`config.mk`:
```
export PLATFORM = sky130hd
export DESIGN_NAME = padframe_top
export DESIGN_NICKNAME = d
export VERILOG_FILES = /design/src/hw/padframe_pkg.sv /design/src/hw/padframe_top.sv /design/src/hw/pad_mux.sv /design/src/hw/padframe_cfg_regs.sv
export SDC_FILE = /design/constraint.sdc
export NUM_CORES = 1
export LEC_CHECK = 0
export BUFFER_PORTS_ARGS = -buffer_cell sky130_fd_sc_hd__buf_2
export CORE_ASPECT_RATIO = 1.2
export CORE_UTILIZATION = 32
export DETAILED_ROUTE_END_ITERATION = 8
export PLACE_DENSITY = 0.57
export SLEW_MARGIN = 10
export SYNTH_ARGS = -nofsm -noshare
export SYNTH_HDL_FRONTEND = slang
export SYNTH_SLANG_ARGS = --single-unit
export TNS_END_PERCENT = 5
```
`constraint.sdc`:
```
create_clock -name clk_i -period 4.2 [get_ports clk_i]
set_clock_uncertainty 0.05 [all_clocks]
set_input_delay 0.21 -clock clk_i [delete_from_list [all_inputs] [get_ports clk_i]]
set_output_delay 0.21 -clock clk_i [all_outputs]
set_load 0.02 [all_outputs]
```
`src/hw/padframe_pkg.sv`:
```
/*
 * Pad frame package
 * Register bus types, register map and the per-pad function encoding
 * shared by the configuration registers and the pad multiplexer
 */
package padframe_pkg;

  // Register bus
  localparam int unsigned REG_AW = 32;
  localparam int unsigned REG_DW = 32;

  typedef logic [REG_AW-1:0] reg_addr_t;
  typedef logic [REG_DW-1:0] reg_data_t;

  // GPIO registers hold one bit per pad in a single word
  localparam int unsigned MAX_PADS = REG_DW;

  localparam int unsigned PAD_SEL_W = 3;

  // Function owning a pad
  typedef enum logic [PAD_SEL_W-1:0] {
    PAD_OFF      = 3'd0,
    PAD_GPIO     = 3'd1,
    PAD_UART_TX  = 3'd2,
    PAD_UART_RX  = 3'd3,
    PAD_SPI_SCK  = 3'd4,
    PAD_SPI_MOSI = 3'd5,
    PAD_SPI_MISO = 3'd6,
    PAD_SPI_CSN  = 3'd7
  } pad_sel_e;

  // Register map, byte offsets
  localparam reg_addr_t REG_GPIO_OUT     = 32'h0000_0000;
  localparam reg_addr_t REG_GPIO_DIR     = 32'h0000_0004;
  localparam reg_addr_t REG_GPIO_IN      = 32'h0000_0008;
  // One select word per pad from here on
  localparam reg_addr_t REG_PAD_SEL_BASE = 32'h0000_0010;

endpackage
```
`src/hw/padframe_top.sv`:
```
/*
 * Pad frame top level
 * Register-configured pad frame sharing a bank of pads between GPIO,
 * one UART and one SPI master
 */
module padframe_top #(
  parameter int unsigned NUM_PADS = 8
) (
  input  logic                    clk_i,
  input  logic                    reset_i,

  // Configuration bus
  input  logic                    reg_valid_i,
  input  logic                    reg_write_i,
  input  padframe_pkg::reg_addr_t reg_addr_i,
  input  padframe_pkg::reg_data_t reg_wdata_i,
  output logic                    reg_ready_o,
  output padframe_pkg::reg_data_t reg_rdata_o,
  output logic                    reg_error_o,

  // Peripherals
  input  logic                    uart_tx_i,
  output logic                    uart_rx_o,
  input  logic                    spi_sck_i,
  input  logic                    spi_mosi_i,
  input  logic                    spi_csn_i,
  output logic                    spi_miso_o,

  // Pads
  input  logic [NUM_PADS-1:0]     pad_in_i,
  output logic [NUM_PADS-1:0]     pad_out_o,
  output logic [NUM_PADS-1:0]     pad_oe_o
);
  import padframe_pkg::*;

  logic [NUM_PADS-1:0]     gpio_out;
  logic [NUM_PADS-1:0]     gpio_dir;
  pad_sel_e [NUM_PADS-1:0] pad_sel;

  padframe_cfg_regs #(
    .NUM_PADS ( NUM_PADS )
  ) i_cfg_regs (
    .clk_i       ( clk_i       ),
    .reset_i     ( reset_i     ),
    .reg_valid_i ( reg_valid_i ),
    .reg_write_i ( reg_write_i ),
    .reg_addr_i  ( reg_addr_i  ),
    .reg_wdata_i ( reg_wdata_i ),
    .reg_ready_o ( reg_ready_o ),
    .reg_rdata_o ( reg_rdata_o ),
    .reg_error_o ( reg_error_o ),
    .pad_in_i    ( pad_in_i    ),
    .gpio_out_o  ( gpio_out    ),
    .gpio_dir_o  ( gpio_dir    ),
    .pad_sel_o   ( pad_sel     )
  );

  pad_mux #(
    .NUM_PADS ( NUM_PADS )
  ) i_pad_mux (
    .pad_sel_i  ( pad_sel    ),
    .gpio_out_i ( gpio_out   ),
    .gpio_dir_i ( gpio_dir   ),
    .uart_tx_i  ( uart_tx_i  ),
    .spi_sck_i  ( spi_sck_i  ),
    .spi_mosi_i ( spi_mosi_i ),
    .spi_csn_i  ( spi_csn_i  ),
    .uart_rx_o  ( uart_rx_o  ),
    .spi_miso_o ( spi_miso_o ),
    .pad_in_i   ( pad_in_i   ),
    .pad_out_o  ( pad_out_o  ),
    .pad_oe_o   ( pad_oe_o   )
  );

endmodule

```
`src/hw/pad_mux.sv`:
```
/*
 * Pad multiplexer
 * Drives each pad's output and output enable from GPIO or a peripheral
 * according to the pad's function select, and routes pad inputs back
 * to the UART receiver and the SPI master. Purely combinational.
 */
module pad_mux #(
  parameter int unsigned NUM_PADS = 8
) (
  input  padframe_pkg::pad_sel_e [NUM_PADS-1:0] pad_sel_i,
  input  logic [NUM_PADS-1:0]                   gpio_out_i,
  input  logic [NUM_PADS-1:0]                   gpio_dir_i,

  input  logic                                  uart_tx_i,
  input  logic                                  spi_sck_i,
  input  logic                                  spi_mosi_i,
  input  logic                                  spi_csn_i,
  output logic                                  uart_rx_o,
  output logic                                  spi_miso_o,

  input  logic [NUM_PADS-1:0]                   pad_in_i,
  output logic [NUM_PADS-1:0]                   pad_out_o,
  output logic [NUM_PADS-1:0]                   pad_oe_o
);
  import padframe_pkg::*;

  // Output side, one slice per pad
  for (genvar i = 0; i < NUM_PADS; i++) begin : gen_pad
    logic pad_out;
    logic pad_oe;

    always_comb begin
      pad_out = 1'b0;
      pad_oe  = 1'b0;
      case (pad_sel_i[i])
        PAD_GPIO: begin
          pad_out = gpio_out_i[i];
          pad_oe  = gpio_dir_i[i];
        end
        PAD_UART_TX: begin
          pad_out = uart_tx_i;
          pad_oe  = 1'b1;
        end
        PAD_SPI_SCK: begin
          pad_out = spi_sck_i;
          pad_oe  = 1'b1;
        end
        PAD_SPI_MOSI: begin
          pad_out = spi_mosi_i;
          pad_oe  = 1'b1;
        end
        PAD_SPI_CSN: begin
          pad_out = spi_csn_i;
          pad_oe  = 1'b1;
        end
        // Input-only and unused pads stay released
        PAD_OFF,
        PAD_UART_RX,
        PAD_SPI_MISO: begin
          pad_out = 1'b0;
          pad_oe  = 1'b0;
        end
        default: begin
          pad_out = 1'b0;
          pad_oe  = 1'b0;
        end
      endcase
    end

    assign pad_out_o[i] = pad_out;
    assign pad_oe_o[i]  = pad_oe;
  end

  // Input side
  // Scan from the top so the lowest-numbered match wins
  always_comb begin
    uart_rx_o  = 1'b1;
    spi_miso_o = 1'b0;
    for (int i = NUM_PADS - 1; i >= 0; i--) begin
      if (pad_sel_i[i] == PAD_UART_RX) begin
        uart_rx_o = pad_in_i[i];
      end
      if (pad_sel_i[i] == PAD_SPI_MISO) begin
        spi_miso_o = pad_in_i[i];
      end
    end
  end

endmodule

```
`src/hw/padframe_cfg_regs.sv`:
```
/*
 * Pad frame configuration registers
 * Register bus slave with single-cycle response. Holds the GPIO output
 * and direction registers and one function select per pad, and reads
 * the pad inputs back through a two-flop synchronizer.
 */
module padframe_cfg_regs #(
  parameter int unsigned NUM_PADS = 8
) (
  input  logic                                  clk_i,
  input  logic                                  reset_i,

  input  logic                                  reg_valid_i,
  input  logic                                  reg_write_i,
  input  padframe_pkg::reg_addr_t               reg_addr_i,
  input  padframe_pkg::reg_data_t               reg_wdata_i,
  output logic                                  reg_ready_o,
  output padframe_pkg::reg_data_t               reg_rdata_o,
  output logic                                  reg_error_o,

  input  logic [NUM_PADS-1:0]                   pad_in_i,
  output logic [NUM_PADS-1:0]                   gpio_out_o,
  output logic [NUM_PADS-1:0]                   gpio_dir_o,
  output padframe_pkg::pad_sel_e [NUM_PADS-1:0] pad_sel_o
);
  import padframe_pkg::*;

  localparam int unsigned IDX_W = (NUM_PADS > 1) ? $clog2(NUM_PADS) : 1;

  if (NUM_PADS < 1 || NUM_PADS > MAX_PADS) begin : gen_num_pads_check
    $error("NUM_PADS must be between 1 and MAX_PADS");
  end

  logic [NUM_PADS-1:0]     gpio_out_q;
  logic [NUM_PADS-1:0]     gpio_dir_q;
  pad_sel_e [NUM_PADS-1:0] pad_sel_q;

  logic [NUM_PADS-1:0]     sync_q1;
  logic [NUM_PADS-1:0]     sync_q2;

  reg_addr_t               sel_offset;
  logic [IDX_W-1:0]        sel_idx;
  logic                    aligned;
  logic                    hit_gpio_out;
  logic                    hit_gpio_dir;
  logic                    hit_gpio_in;
  logic                    hit_sel;
  logic                    access_err;
  logic                    wr_en;

  // Address decode
  assign aligned      = (reg_addr_i[1:0] == 2'b00);
  assign hit_gpio_out = (reg_addr_i == REG_GPIO_OUT);
  assign hit_gpio_dir = (reg_addr_i == REG_GPIO_DIR);
  assign hit_gpio_in  = (reg_addr_i == REG_GPIO_IN);

  // Select window covers NUM_PADS words above the base
  assign sel_offset = reg_addr_i - REG_PAD_SEL_BASE;
  assign sel_idx    = sel_offset[IDX_W+1:2];
  assign hit_sel    = aligned
                   && (reg_addr_i >= REG_PAD_SEL_BASE)
                   && (sel_offset[REG_AW-1:2] < NUM_PADS);

  // Unmapped or unaligned addresses match nothing above
  assign access_err = !(hit_gpio_out || hit_gpio_dir || hit_gpio_in || hit_sel)
                   || (reg_write_i && hit_gpio_in);

  assign wr_en = reg_valid_i && reg_write_i && !access_err;

  // Slave never stalls
  assign reg_ready_o = reg_valid_i;
  assign reg_error_o = reg_valid_i && access_err;

  always_comb begin
    reg_rdata_o = '0;
    if (reg_valid_i && !reg_write_i && !access_err) begin
      if (hit_gpio_out) begin
        reg_rdata_o = reg_data_t'(gpio_out_q);
      end else if (hit_gpio_dir) begin
        reg_rdata_o = reg_data_t'(gpio_dir_q);
      end else if (hit_gpio_in) begin
        reg_rdata_o = reg_data_t'(sync_q2);
      end else begin
        reg_rdata_o = reg_data_t'(pad_sel_q[sel_idx]);
      end
    end
  end

  always_ff @(posedge clk_i) begin
    if (reset_i) begin
      gpio_out_q <= '0;
      gpio_dir_q <= '0;
      for (int i = 0; i < NUM_PADS; i++) begin
        pad_sel_q[i] <= PAD_OFF;
      end
    end else if (wr_en) begin
      if (hit_gpio_out) begin
        gpio_out_q <= reg_wdata_i[NUM_PADS-1:0];
      end
      if (hit_gpio_dir) begin
        gpio_dir_q <= reg_wdata_i[NUM_PADS-1:0];
      end
      // Every code is a valid function
      if (hit_sel) begin
        pad_sel_q[sel_idx] <= pad_sel_e'(reg_wdata_i[PAD_SEL_W-1:0]);
      end
    end
  end

  // Pad inputs are asynchronous to clk_i
  always_ff @(posedge clk_i) begin
    if (reset_i) begin
      sync_q1 <= '0;
      sync_q2 <= '0;
    end else begin
      sync_q1 <= pad_in_i;
      sync_q2 <= sync_q1;
    end
  end

  assign gpio_out_o = gpio_out_q;
  assign gpio_dir_o = gpio_dir_q;
  assign pad_sel_o  = pad_sel_q;

endmodule

```
# After elaboration in Yosys (flattened, before gate mapping)
# Cells that the tools add are included.
# totals
reg_bits,56
inputBits,80
out_inout_bits,52
word_cells,161
# classes
add_sub_neg,1
magnitude_cmp,4
n_eq_ne,58
mux,41
reduce_logical,45
# ops
op,n
$eq A3 B3 Y1 const B,32
$mux W32,3
$eq A3 B2 Y1 const B,16
$pmux W1 S6,8
$eq A32 B3 Y1 const B,1
$eq A32 B4 Y1 const B,1
$ge A32 B5 Y1 const B,1
$logic_not A32 Y1,1
$reduce_or A4 Y1,8
$sub A32 B5 Y32 const B,1
$lt A30 B4 Y1 const B,1
$bwmux W24,1
$eq A3 B1 Y1 const B,8
$logic_not A3 Y1,8
$pmux W1 S3,8
$reduce_or A3 Y1,8
$mux W1,16
$bmux W3 S3,1
$demux W3 S3,1
$logic_and A1 B1 Y1,9
$mux W8,1
$mux W3,2
$reduce_and A2 Y1,3
$logic_or A1 B1 Y1,4
4 further kinds,6

# Longest topological paths before layout
# Gate-level depths: netlist of the first run.
# logic_depth
ltp_word,9
ltp_mapped,11

# Cells and area by module
# A second synthesis of the first run with hierarchy kept.
# unflattened
hier_cells,506
hier_area_um2,4321.6
# by_module_without_submodules
module,n_inst,cells_per_inst,area_each_um2
padframe_cfg_regs,1,352,3271.9
pad_mux,1,154,1049.8

# Least setup slack after synthesis of the first run
# Ideal clock, no wire load.
# synth_timing
path_type,input to output
startpoint,in reg_addr_i[4]
endpoint,out reg_rdata_o[0]
arrival_ps,2936
required_time_ps,3940
setup_slack_ps,1004
stages,11
cell_sequence,clkbuf_1 clkinv_1 ha_1 nor3b_1 nand4_1 or4_1 or3b_2 clkbuf_1 mux2i_1 mux2_2 nor3_1
# synth_between
elab_chain_len,9
# synth_lines
element,line_no,source
start: declaration,padframe_top.sv:15,"input padframe_pkg::reg_addr_t reg_addr_i,"
$sub A32 B5 Y32 (tied with other cells),padframe_cfg_regs.sv:58,assign sel_offset = reg_addr_i - REG_PAD_SEL_BASE;
$lt A30 B4 Y1 (tied with other cells),padframe_cfg_regs.sv:62,&& (sel_offset[REG_AW-1:2] < NUM_PADS);
$logic_and A1 B1 Y1 / $logic_or A1 B1 Y1 (equally long branches),"padframe_cfg_regs.sv:62, padframe_cfg_regs.sv:65",
$logic_or A1 B1 Y1,padframe_cfg_regs.sv:65,assign access_err = !(hit_gpio_out || hit_gpio_dir || hit_gpio_in || hit_sel)
$logic_not A1 Y1,padframe_cfg_regs.sv:65,
$logic_or A1 B1 Y1,padframe_cfg_regs.sv:66,|| (reg_write_i && hit_gpio_in);
$logic_not A1 Y1,padframe_cfg_regs.sv:76,if (reg_valid_i && !reg_write_i && !access_err) begin
$logic_and A1 B1 Y1,padframe_cfg_regs.sv:76,
$mux W32 *,padframe_cfg_regs.sv:76,
end: declaration,padframe_top.sv:18,"output padframe_pkg::reg_data_t reg_rdata_o,"
# Mark *: on every way between the ends. The rest lies on a longest branch, timed or not. The select of a mux whose other input is x is not followed.

# Worst setup path after layout of the first run
# layout_timing
startpoint,in reg_addr_i[4]
endpoint,out reg_rdata_o[1]
# Same word-level chain as after synthesis.

==> flow_summary.json, run 1 <==
{
  "crit_end": "reg_rdata_o[1]",
  "max_slew_margin_pct": 37.1,
  "gp_congestion": 0.905,
  "synth.distinct_cells": 53,
  "synth-edff-count": 0,
  "nets": 639,
  "wl_per_cell_microns": 16.4,
  "cts.clk_slew.worst_paths_ns": 0.07,
  "first_pass_iters": 5,
  "r2r_start": "i_cfg_regs.pad_sel_o[0]",
  "cp_slowest_stage_delay_ns": 0.59,
  "yosys.area.top_type_share_pct": 26.4,
  "portBuffers": 83,
  "power_density_nw_per_um2": 239,
  "crit_cells": 11,
  "clock_latency_ns": 0.29,
  "cts_buffers": 5,
  "core_region_area_sq_um": 12800,
  "cp.required_ns": 3.94,
  "maxSlewViolCount": 0,
  "cpMostUsedCell": "buf_2",
  "hold_buffers": 0,
  "fin_crit_sh_pct": 80.5,
  "groute.usage.overall_pct": 17.3,
  "area_delta_synth_final_pct": 8.73,
  "ys_ff_latch": 56,
  "dp_hpwl_microns": 9030,
  "synth_largest_area_cell": "dfxtp_1",
  "path_cells": "buf_2 > clkinv_1 > ha_1 > nor3b_1 > nand4_1 > or4_1 > or3b_2 > mux2i_1 > mux2_2 > nor3_1 > buf_2",
  "setup_viol": 0,
  "status": "finished, final reports clean",
  "async_flop_share_pct": 0,
  "clockBufferDepth": 2,
  "postRouteAntennaNets": 0,
  "critPathBufInv": 3,
  "crit_start": "reg_addr_i[4]",
  "worstMarginPinSlew_ns": 0.944,
  "setup_tns_ns": 0,
  "antenna_found_initial": 1,
  "avgSynthCellArea_sq_um": 7.99,
  "pin_count": 132,
  "grt_pass1_wl_microns": 18600,
  "n_antenna_cell": 0,
  "cts_sinks": 56,
  "netlist_area_sq_um": 4240,
  "ys.flop_type": "dfxtp_1",
  "min_from": "reg_wdata_i[7]",
  "grt_overflow": 0,
  "vdd.ir_drop.worst_mv": 0.199,
  "fp-row-count": 45,
  "critPathCaptureType": "output port",
  "finalCriticalPeriod_ns": 3.38,
  "holdWs_ns": 0.121,
  "drt-initial-drc-count": 276,
  "crit_type": "in2out",
  "cts_resized": 0,
  "worst_ep_arrival_time_ns": 3.12,
  "ys_warn_count": 0,
  "synthCells": 531,
  "floorplan.initialDensity_pct": 33.2,
  "via_per_inst": 5.34,
  "r2r-end": "i_cfg_regs.pad_sel_o[0]",
  "critPathTopFamily": "simple AND/OR/NAND/NOR gates",
  "drive_gt1_share_pct": 20.8,
  "root_buffer": "clkbuf_16",
  "slowest_stage": "or4_1",
  "max_cap_violations": 0,
  "netlist_top_cells_area": "dfxtp_1 26%, mux2i_1 13%, buf_4 7.3%",
  "rsz0062_at_grt": "no",
  "post_cts.repair.setup_buffers": 0,
  "design.die.area_sq_um": 13700,
  "crit_fanout": 10,
  "reg2reg_slack_ns": 3.30,
  "drc": 0,
  "vias": 3862,
  "grt_pass1_vias": 3624,
  "min_path_type": "in2reg",
  "htree_levels": 2,
  "final_hold_viol_count": 0,
  "critPathLaunchType": "primary input",
  "die_w_microns": 107,
  "n_fill_cell": 1365,
  "cts_tree": "done",
  "ys_seq_area_share_pct": 26.4,
  "route.final.wire_length_microns": 11800,
  "chipHeight_microns": 128,
  "grt_max_degree": 60,
  "ff2ff_path_depth": 2,
  "max_freq_mhz": 296,
  "leakagePower_nw": 2.05
}
-- sequential cells by signal, summed over array words and instances, names as in the netlist --
| name | count |
|---|---|
| i_cfg_regs.pad_sel_o | 24 |
| i_cfg_regs.gpio_dir_o | 8 |
| i_cfg_regs.gpio_out_o | 8 |
| i_cfg_regs.sync_q1 | 8 |
| i_cfg_regs.sync_q2 | 8 |
-- report_power, final --
| part | switching [mW] | internal [mW] | leakage, nW | total, mW |
|---|---|---|---|---|
| Combinational | 0.0928 | 0.0488 | 1.52 | 0.142 |
| Sequential | 0.00138 | 0.537 | 0.454 | 0.539 |
| Clock | 0.200 | 0.224 | 0.0742 | 0.424 |
-- layout make-up --
cell class                      count  area, sq um  area share, %
Timing Repair Buffer               83          415           9.01
Clock inverter                      3         22.5          0.488
Tap cell                          164          205           4.45
Multi-Input combinational cell    404         2690           58.4
Sequential cell                    56         1120           24.3
Clock buffer                        5          125           2.71
Inverter                            8         30.0          0.651
-- cells in the mapped netlist, drive strengths merged (3+ instances only) --
cell type / number
dfxtp: 56
mux2i: 53
buf: 52
nor2: 51
nand2: 43
clkbuf: 34
nor2b: 34
nand2b: 31
a21oi: 19
o21ai: 19
nor3: 14
mux2: 11
nor4: 10
or3: 10
or4: 10
a22oi: 8
inv: 7
a221oi: 6
mux4: 6
nand3: 5
nand4: 4
xnor2: 4
a31oi: 3
a32oi: 3
nand3b: 3
o32ai: 3
-- logic make-up after synthesis --
logic type	Yosys count	synth area share [%]
muxes	70	18.6
adders and majority gates	1	0.295
AOI/OAI and AO/OA	75	12.0
DFF	56	26.4
and+or+nand+nor	228	29.2
buffers and inverters	94	12.1
other	1	0.0884
xor gates and xnor gates	6	1.24
-- worst min path at each step --
stage / to / depth (start not counted) / slack [ns]
2_1_floorplan: i_cfg_regs.sync_q1[1] / 1 / 0.29
3_3_place_gp: i_cfg_regs.sync_q2[0] / 1 / 0.37
3_5_place_dp: i_cfg_regs.sync_q2[1] / 1 / 0.38
4_1_cts: i_cfg_regs.gpio_out_o[7] / 3 / 0.12
5_1_grt: i_cfg_regs.sync_q1[5] / 2 / 0.14
6_report: i_cfg_regs.gpio_out_o[7] / 3 / 0.12
-- tightest hold or removal path, delay by kind of cell --
family,cells,cell delay [ns]
buffers and inverters,1,0.08
multiplexers,1,0.05
AND/OR/NAND/NOR,1,0.08
-- cells in the final DEF, fill, tap and decap left out, types with 11 or more instances in the layout --
master	netlist	layout
conb_1	1	24
o21ai_0	19	19
dfxtp_1	56	56
nand2_1	43	43
a21oi_1	19	19
nor2_1	51	51
nand2b_1	31	31
nor3_1	14	14
nor2b_1	34	34
mux2i_1	53	53
buf_2	6	83
mux2_2	11	11
-- stage by stage --
stage / util (%) / worst slack [ns] / area (sq um) / cells / power [mW]
after global routing: 36.1 / 0.674 / 4610 / 723 / 1.15
after CTS: 36.1 / 0.847 / 4610 / 723 / 1.11
after global placement: 34.9 / 0.734 / 4460 / 715 / 0.690
after floorplan: - / 1.00 / 4330 / 554 / 0.652
final: 36.1 / 0.818 / 4610 / 723 / 1.10
after detailed placement: 34.9 / 0.724 / 4460 / 715 / 0.692
-- metal layers --
layer	up-vias	share of wire (%)	wire [microns]	track usage (%)
met5	-	0.11	13	0
li1	1859	-	-	-
met4	2	2.0	236	5.00
met1	1800	42	4970	22.1
met3	21	7.8	925	2.34
met2	180	48	5690	30.1
Power figures use the tool's default switching activity.
==> inputs of run 2 (changes only) <==
==> constraint.sdc (replaced) <==
create_clock -name clk_i -period 3.4 [get_ports clk_i]
set_clock_uncertainty 0.05 [all_clocks]
set_input_delay 0.17 -clock clk_i [delete_from_list [all_inputs] [get_ports clk_i]]
set_output_delay 0.17 -clock clk_i [all_outputs]
set_load 0.02 [all_outputs]
==> flow_summary.json, run 2 (synthesized netlist as in run 1, its figures left out) <==
{
  "status": "finished, final reports clean",
  "groute.usage.overall_pct": 17.5,
  "reg2reg_slack_ns": 2.48,
  "cp_slowest_stage_delay_ns": 0.53,
  "worstMarginPinSlew_ns": 0.889,
  "power_density_nw_per_um2": 290,
  "cts_sinks": 56,
  "finalInstanceArea_sq_um": 4660,
  "ff2ff_path_depth": 2,
  "worst_ep_arrival_time_ns": 2.85,
  "htree_levels": 2,
  "finalPower_mw": 1.35,
  "rsz0062_at_grt": "no",
  "max_slew_margin_pct": 40.7,
  "final_common_cell": "buf_2",
  "grt_pass1_wl_microns": 18800,
  "route.final.wire_length_microns": 11900,
  "final_cell_mix": "83 x buf_2, 56 x dfxtp_1, 53 x mux2i_1",
  "vdd.ir_drop.worst_mv": 0.246,
  "cts_buffers": 5,
  "slowest_stage": "or3b_2",
  "maxSlewViolCount": 0,
  "chipHeight_microns": 128,
  "crit_fanout": 10,
  "leakagePower_nw": 2.07,
  "dp_hpwl_microns": 9150,
  "cp.required_ns": 3.18,
  "setup_viol": 0,
  "cts_tree": "done",
  "root_buffer": "clkbuf_16",
  "drive_gt1_share_pct": 21.6,
  "critPathCaptureType": "output port",
  "core_region_area_sq_um": 12800,
  "pin_count": 132,
  "fp-row-count": 45,
  "r2r_start": "i_cfg_regs.pad_sel_o[11]",
  "clock_latency_ns": 0.29,
  "gp_congestion": 0.910,
  "grt_pass1_vias": 3736,
  "grt_overflow": 0,
  "finalCriticalPeriod_ns": 3.07,
  "n_antenna_cell": 0,
  "worstHoldPathCells": 3,
  "post_cts.repair.setup_buffers": 0,
  "nets": 645,
  "antenna_found_initial": 1,
  "vias": 3871,
  "dpl_cell_area_sq_um": 4510,
  "fin_crit_sh_pct": 90.4,
  "final_hold_viol_count": 0,
  "setup_tns_ns": 0,
  "design.die.area_sq_um": 13700,
  "drt-initial-drc-count": 208,
  "area_delta_synth_final_pct": 9.86,
  "die_w_microns": 107,
  "first_pass_iters": 5,
  "cpMostUsedCell": "buf_2",
  "cts.clk_slew.worst_paths_ns": 0.07,
  "min_from": "reg_wdata_i[5]",
  "clockBufferDepth": 2,
  "crit_type": "in2out",
  "r2r-end": "i_cfg_regs.pad_sel_o[11]",
  "max_cap_violations": 0,
  "postRouteAntennaNets": 0,
  "min_path_type": "in2reg",
  "path_cells": "buf_2 > clkinv_1 > ha_1 > nor3b_2 > nand4_1 > or4_1 > or3b_2 > mux2i_1 > mux2_2 > nor3_1 > buf_2",
  "max_freq_mhz": 325,
  "holdPathEnd": "i_cfg_regs.gpio_dir_o[5]",
  "drc": 0,
  "floorplan.initialDensity_pct": 33.2,
  "largest_register_ffs": 24,
  "grt_max_degree": 60,
  "via_per_inst": 5.31,
  "critPathTopFamily": "simple AND/OR/NAND/NOR gates",
  "critPathBufInv": 3,
  "fin_util_pct": 36.4,
  "portBuffers": 83,
  "wl_per_cell_microns": 16.3,
  "critPathLaunchType": "primary input"
}
[run 2: cell types whose count changed in the layout (fill, tap and decap cells not counted), sizes merged]
cell | before | now
buf | 83 | 89
inv | 8 | 7
clkinv | 3 | 2
clkinvlp | 0 | 1
clkbuf | 5 | 6
[run 2: repair_timing]
action / CTS / global route
setup endpoints to repair: 0 / 1
gates resized for setup: 0 / 1
hold buffers: 0 / 0
[run 2: stage by stage]
step           hold slack (ns)  setup WS, ns  cells
2_1_floorplan            0.248         0.284    554
3_3_place_gp             0.367         0.244    721
3_5_place_dp             0.373         0.140    721
4_1_cts                 0.0786         0.226    729
5_1_grt                 0.0852         0.115    729
6_report                0.0798         0.328    729
[run 2: layout make-up]
class / instances / area [sq um]
Clock buffer: 6 / 129
Clock inverter: 2 / 16.3
Fill cell: 1336 / 8120
Inverter: 8 / 30.0
Multi-Input combinational cell: 404 / 2700
Sequential cell: 56 / 1120
Tap cell: 164 / 205
Timing Repair Buffer: 89 / 460
[run 2: power breakdown]
group	internal, mW	switching (mW)	leakage [nW]
logic	0.0608	0.113	1.55
clock network	0.275	0.238	0.0671
registers	0.664	0.00162	0.454
[run 2: worst max path at each step]
stage | start | to | slack, ns | cells after the start
finish | reg_addr_i[4] | reg_rdata_o[1] | 0.33 | 11
CTS | reg_addr_i[4] | reg_rdata_o[1] | 0.23 | 11
global placement | reg_addr_i[10] | i_cfg_regs.pad_sel_o[9] | 0.24 | 8
floorplan | reg_addr_i[4] | reg_rdata_o[0] | 0.28 | 11
detailed placement | reg_addr_i[4] | i_cfg_regs.pad_sel_o[13] | 0.14 | 10
global route | reg_addr_i[4] | reg_rdata_o[1] | 0.11 | 11
[run 2: per-layer routing]
metal,global-route usage [%],vias up,wire length [microns]
met2,30.4,174,5740
met4,7.33,2,342
met3,2.29,24,792
li1,-,1865,-
met1,21.7,1806,4960
met5,0,-,16
[run 2: worst reg2reg max path: stages (launching register included)]
cell      delay (ns)
dfxtp_1         0.54
nand2b_1        0.11
mux2i_1         0.15
==> inputs of run 3 (changes only) <==
--- a/config.mk
+++ b/config.mk
@@ -5,13 +5,13 @@
 export SDC_FILE = /design/constraint.sdc
 export NUM_CORES = 1
 export LEC_CHECK = 0
-export BUFFER_PORTS_ARGS = -buffer_cell sky130_fd_sc_hd__buf_2
 export CORE_ASPECT_RATIO = 1.2
 export CORE_UTILIZATION = 32
 export DETAILED_ROUTE_END_ITERATION = 8
-export PLACE_DENSITY = 0.57
+export DONT_BUFFER_PORTS = 1
+export PLACE_DENSITY = 0.49
 export SLEW_MARGIN = 10
 export SYNTH_ARGS = -nofsm -noshare
 export SYNTH_HDL_FRONTEND = slang
 export SYNTH_SLANG_ARGS = --single-unit
-export TNS_END_PERCENT = 5
+export TNS_END_PERCENT = 50
==> flow_summary.json, run 3 (synthesized netlist as in run 1, its figures left out) <==
{
  "max_cap_violations": 0,
  "nets": 587,
  "route.final.wire_length_microns": 12800,
  "min_path_type": "in2reg",
  "grt_pass1_vias": 3586,
  "n_fill_cell": 1327,
  "status": "finished, final reports clean",
  "area_delta_synth_final_pct": 5.61,
  "final_common_cell": "dfxtp_1",
  "core_region_area_sq_um": 12800,
  "pwr-share-clk_pct": 40.4,
  "post_cts.repair.setup_buffers": 0,
  "critPathCaptureType": "output port",
  "maxSlewViolCount": 0,
  "grt_pass1_wl_microns": 19800,
  "placed_cells": 647,
  "rsz0062_at_grt": "no",
  "antenna_found_initial": 0,
  "cts.clk_slew.worst_paths_ns": 0.08,
  "holdWs_ns": 0.00819,
  "chipHeight_microns": 128,
  "grt_max_degree": 35,
  "first_pass_iters": 4,
  "power_density_nw_per_um2": 295,
  "crit_type": "in2out",
  "drt-initial-drc-count": 297,
  "crit_fanout": 10,
  "design.die.area_sq_um": 13700,
  "fp-row-count": 45,
  "vdd.ir_drop.worst_mv": 0.287,
  "worst_ep_arrival_time_ns": 2.68,
  "max_slew_margin_pct": 35.9,
  "p_comb_share_pct": 9.3,
  "via_per_inst": 5.39,
  "max_freq_mhz": 345,
  "drive_gt1_share_pct": 9.66,
  "htree_levels": 2,
  "dp_hpwl_microns": 9330,
  "p_sw_uw": 330,
  "largest_register_ffs": 24,
  "critPathLaunchType": "primary input",
  "worstMarginPinSlew_ns": 0.959,
  "grt-busiest-layer": "met2",
  "final_cells": 671,
  "portBuffers": 0,
  "finalCriticalPeriod_ns": 2.90,
  "cp.required_ns": 3.18,
  "clock_latency_ns": 0.30,
  "reg2reg_slack_ns": 2.48,
  "cts_buffers": 5,
  "grt_util_met3_pct": 3.10,
  "final_hold_viol_count": 0,
  "p_int_uw": 992,
  "postRouteAntennaNets": 0,
  "cts_resized": 0,
  "grt_overflow": 0,
  "clockBufferDepth": 2,
  "grtUsageMet1_pct": 21.7,
  "leakagePower_nw": 1.83,
  "setup_tns_ns": 0,
  "root_buffer": "clkbuf_16",
  "n_antenna_cell": 0,
  "pin_count": 132,
  "vias": 3620,
  "gp_congestion": 0.839,
  "pwr-share-seq_pct": 50.4,
  "floorplan.initialDensity_pct": 33.2,
  "final_cell_mix": "56 x dfxtp_1, 53 x mux2i_1, 51 x nor2_1",
  "groute.usage.overall_pct": 18.9,
  "wl_per_cell_microns": 19.0,
  "cts_tree": "done",
  "setup_viol": 0,
  "die_w_microns": 107,
  "cts_sinks": 56,
  "fin_crit_sh_pct": 85.3,
  "finalPower_mw": 1.32,
  "met2_usage_pct": 35.6,
  "hold_buffers": 16,
  "drc": 0,
  "netSwitchingFraction_pct": 24.9
}
==> run 3: cell types whose count changed in the layout (fill, tap and decap cells not counted) <==
cell / before / now
buf_4: 6 / 15
nor3b_2: 1 / 0
clkinv_2: 0 / 1
buf_12: 0 / 1
nor3b_1: 1 / 2
buf_2: 83 / 0
dlygate4sd3_1: 0 / 15
inv_6: 0 / 1
clkbuf_1: 1 / 0
clkinvlp_4: 1 / 0
==> run 3: stage by stage <==
stage	util, %	instance area [sq um]	setup slack (ns)
5_1_grt	35.0	4480	0.316
4_1_cts	35.0	4480	0.474
2_1_floorplan	-	4330	0.284
3_5_place_dp	32.6	4160	0.295
6_report	35.0	4480	0.499
3_3_place_gp	32.6	4160	0.314
==> run 3: power by group through the flow <==
stage | sequential, mW | combinational (mW) | clock [mW]
2_1_floorplan | 0.681 | 0.125 | 0
3_3_place_gp | 0.681 | 0.0964 | 0
3_5_place_dp | 0.681 | 0.0972 | 0
4_1_cts | 0.666 | 0.123 | 0.551
5_1_grt | 0.667 | 0.134 | 0.574
6_report | 0.666 | 0.123 | 0.534
==> run 3: path summary, 6_finish.rpt <==
kind                                               from                        to  cells past startpoint
worst max-delay path                      reg_addr_i[4]            reg_rdata_o[2]                     10
worst min-delay path                            reset_i  i_cfg_regs.pad_sel_o[21]                      2
worst max register to register  i_cfg_regs.pad_sel_o[0]   i_cfg_regs.pad_sel_o[0]                      2
worst min register to register    i_cfg_regs.sync_q1[6]     i_cfg_regs.sync_q2[6]                      1
==> run 3: critical path, stage by stage <==
cell	delay, ns
clkinv_1	0.13
ha_1	0.22
nor3b_1	0.27
nand4_1	0.17
or4_1	0.45
or3b_2	0.52
mux2i_1	0.14
mux2_2	0.27
nor3_1	0.16
buf_4	0.18
==> run 3: layout make-up <==
class                      count  area, sq um  area share, %
multi-input combinational    404         2690           60.1
sequential                    56         1120           25.0
timing repair buffer          31          283           6.31
tap                          164          205           4.58
clock buffer                   5          125           2.79
inverter                       8         30.0          0.671
clock inverter                 3         22.5          0.503
==> run 3: routing by layer <==
metal	part of all wire [%]	up-vias
met5	0	-
met4	1.9	0
met3	6.6	17
met2	53	120
met1	39	1733
li1	-	1750
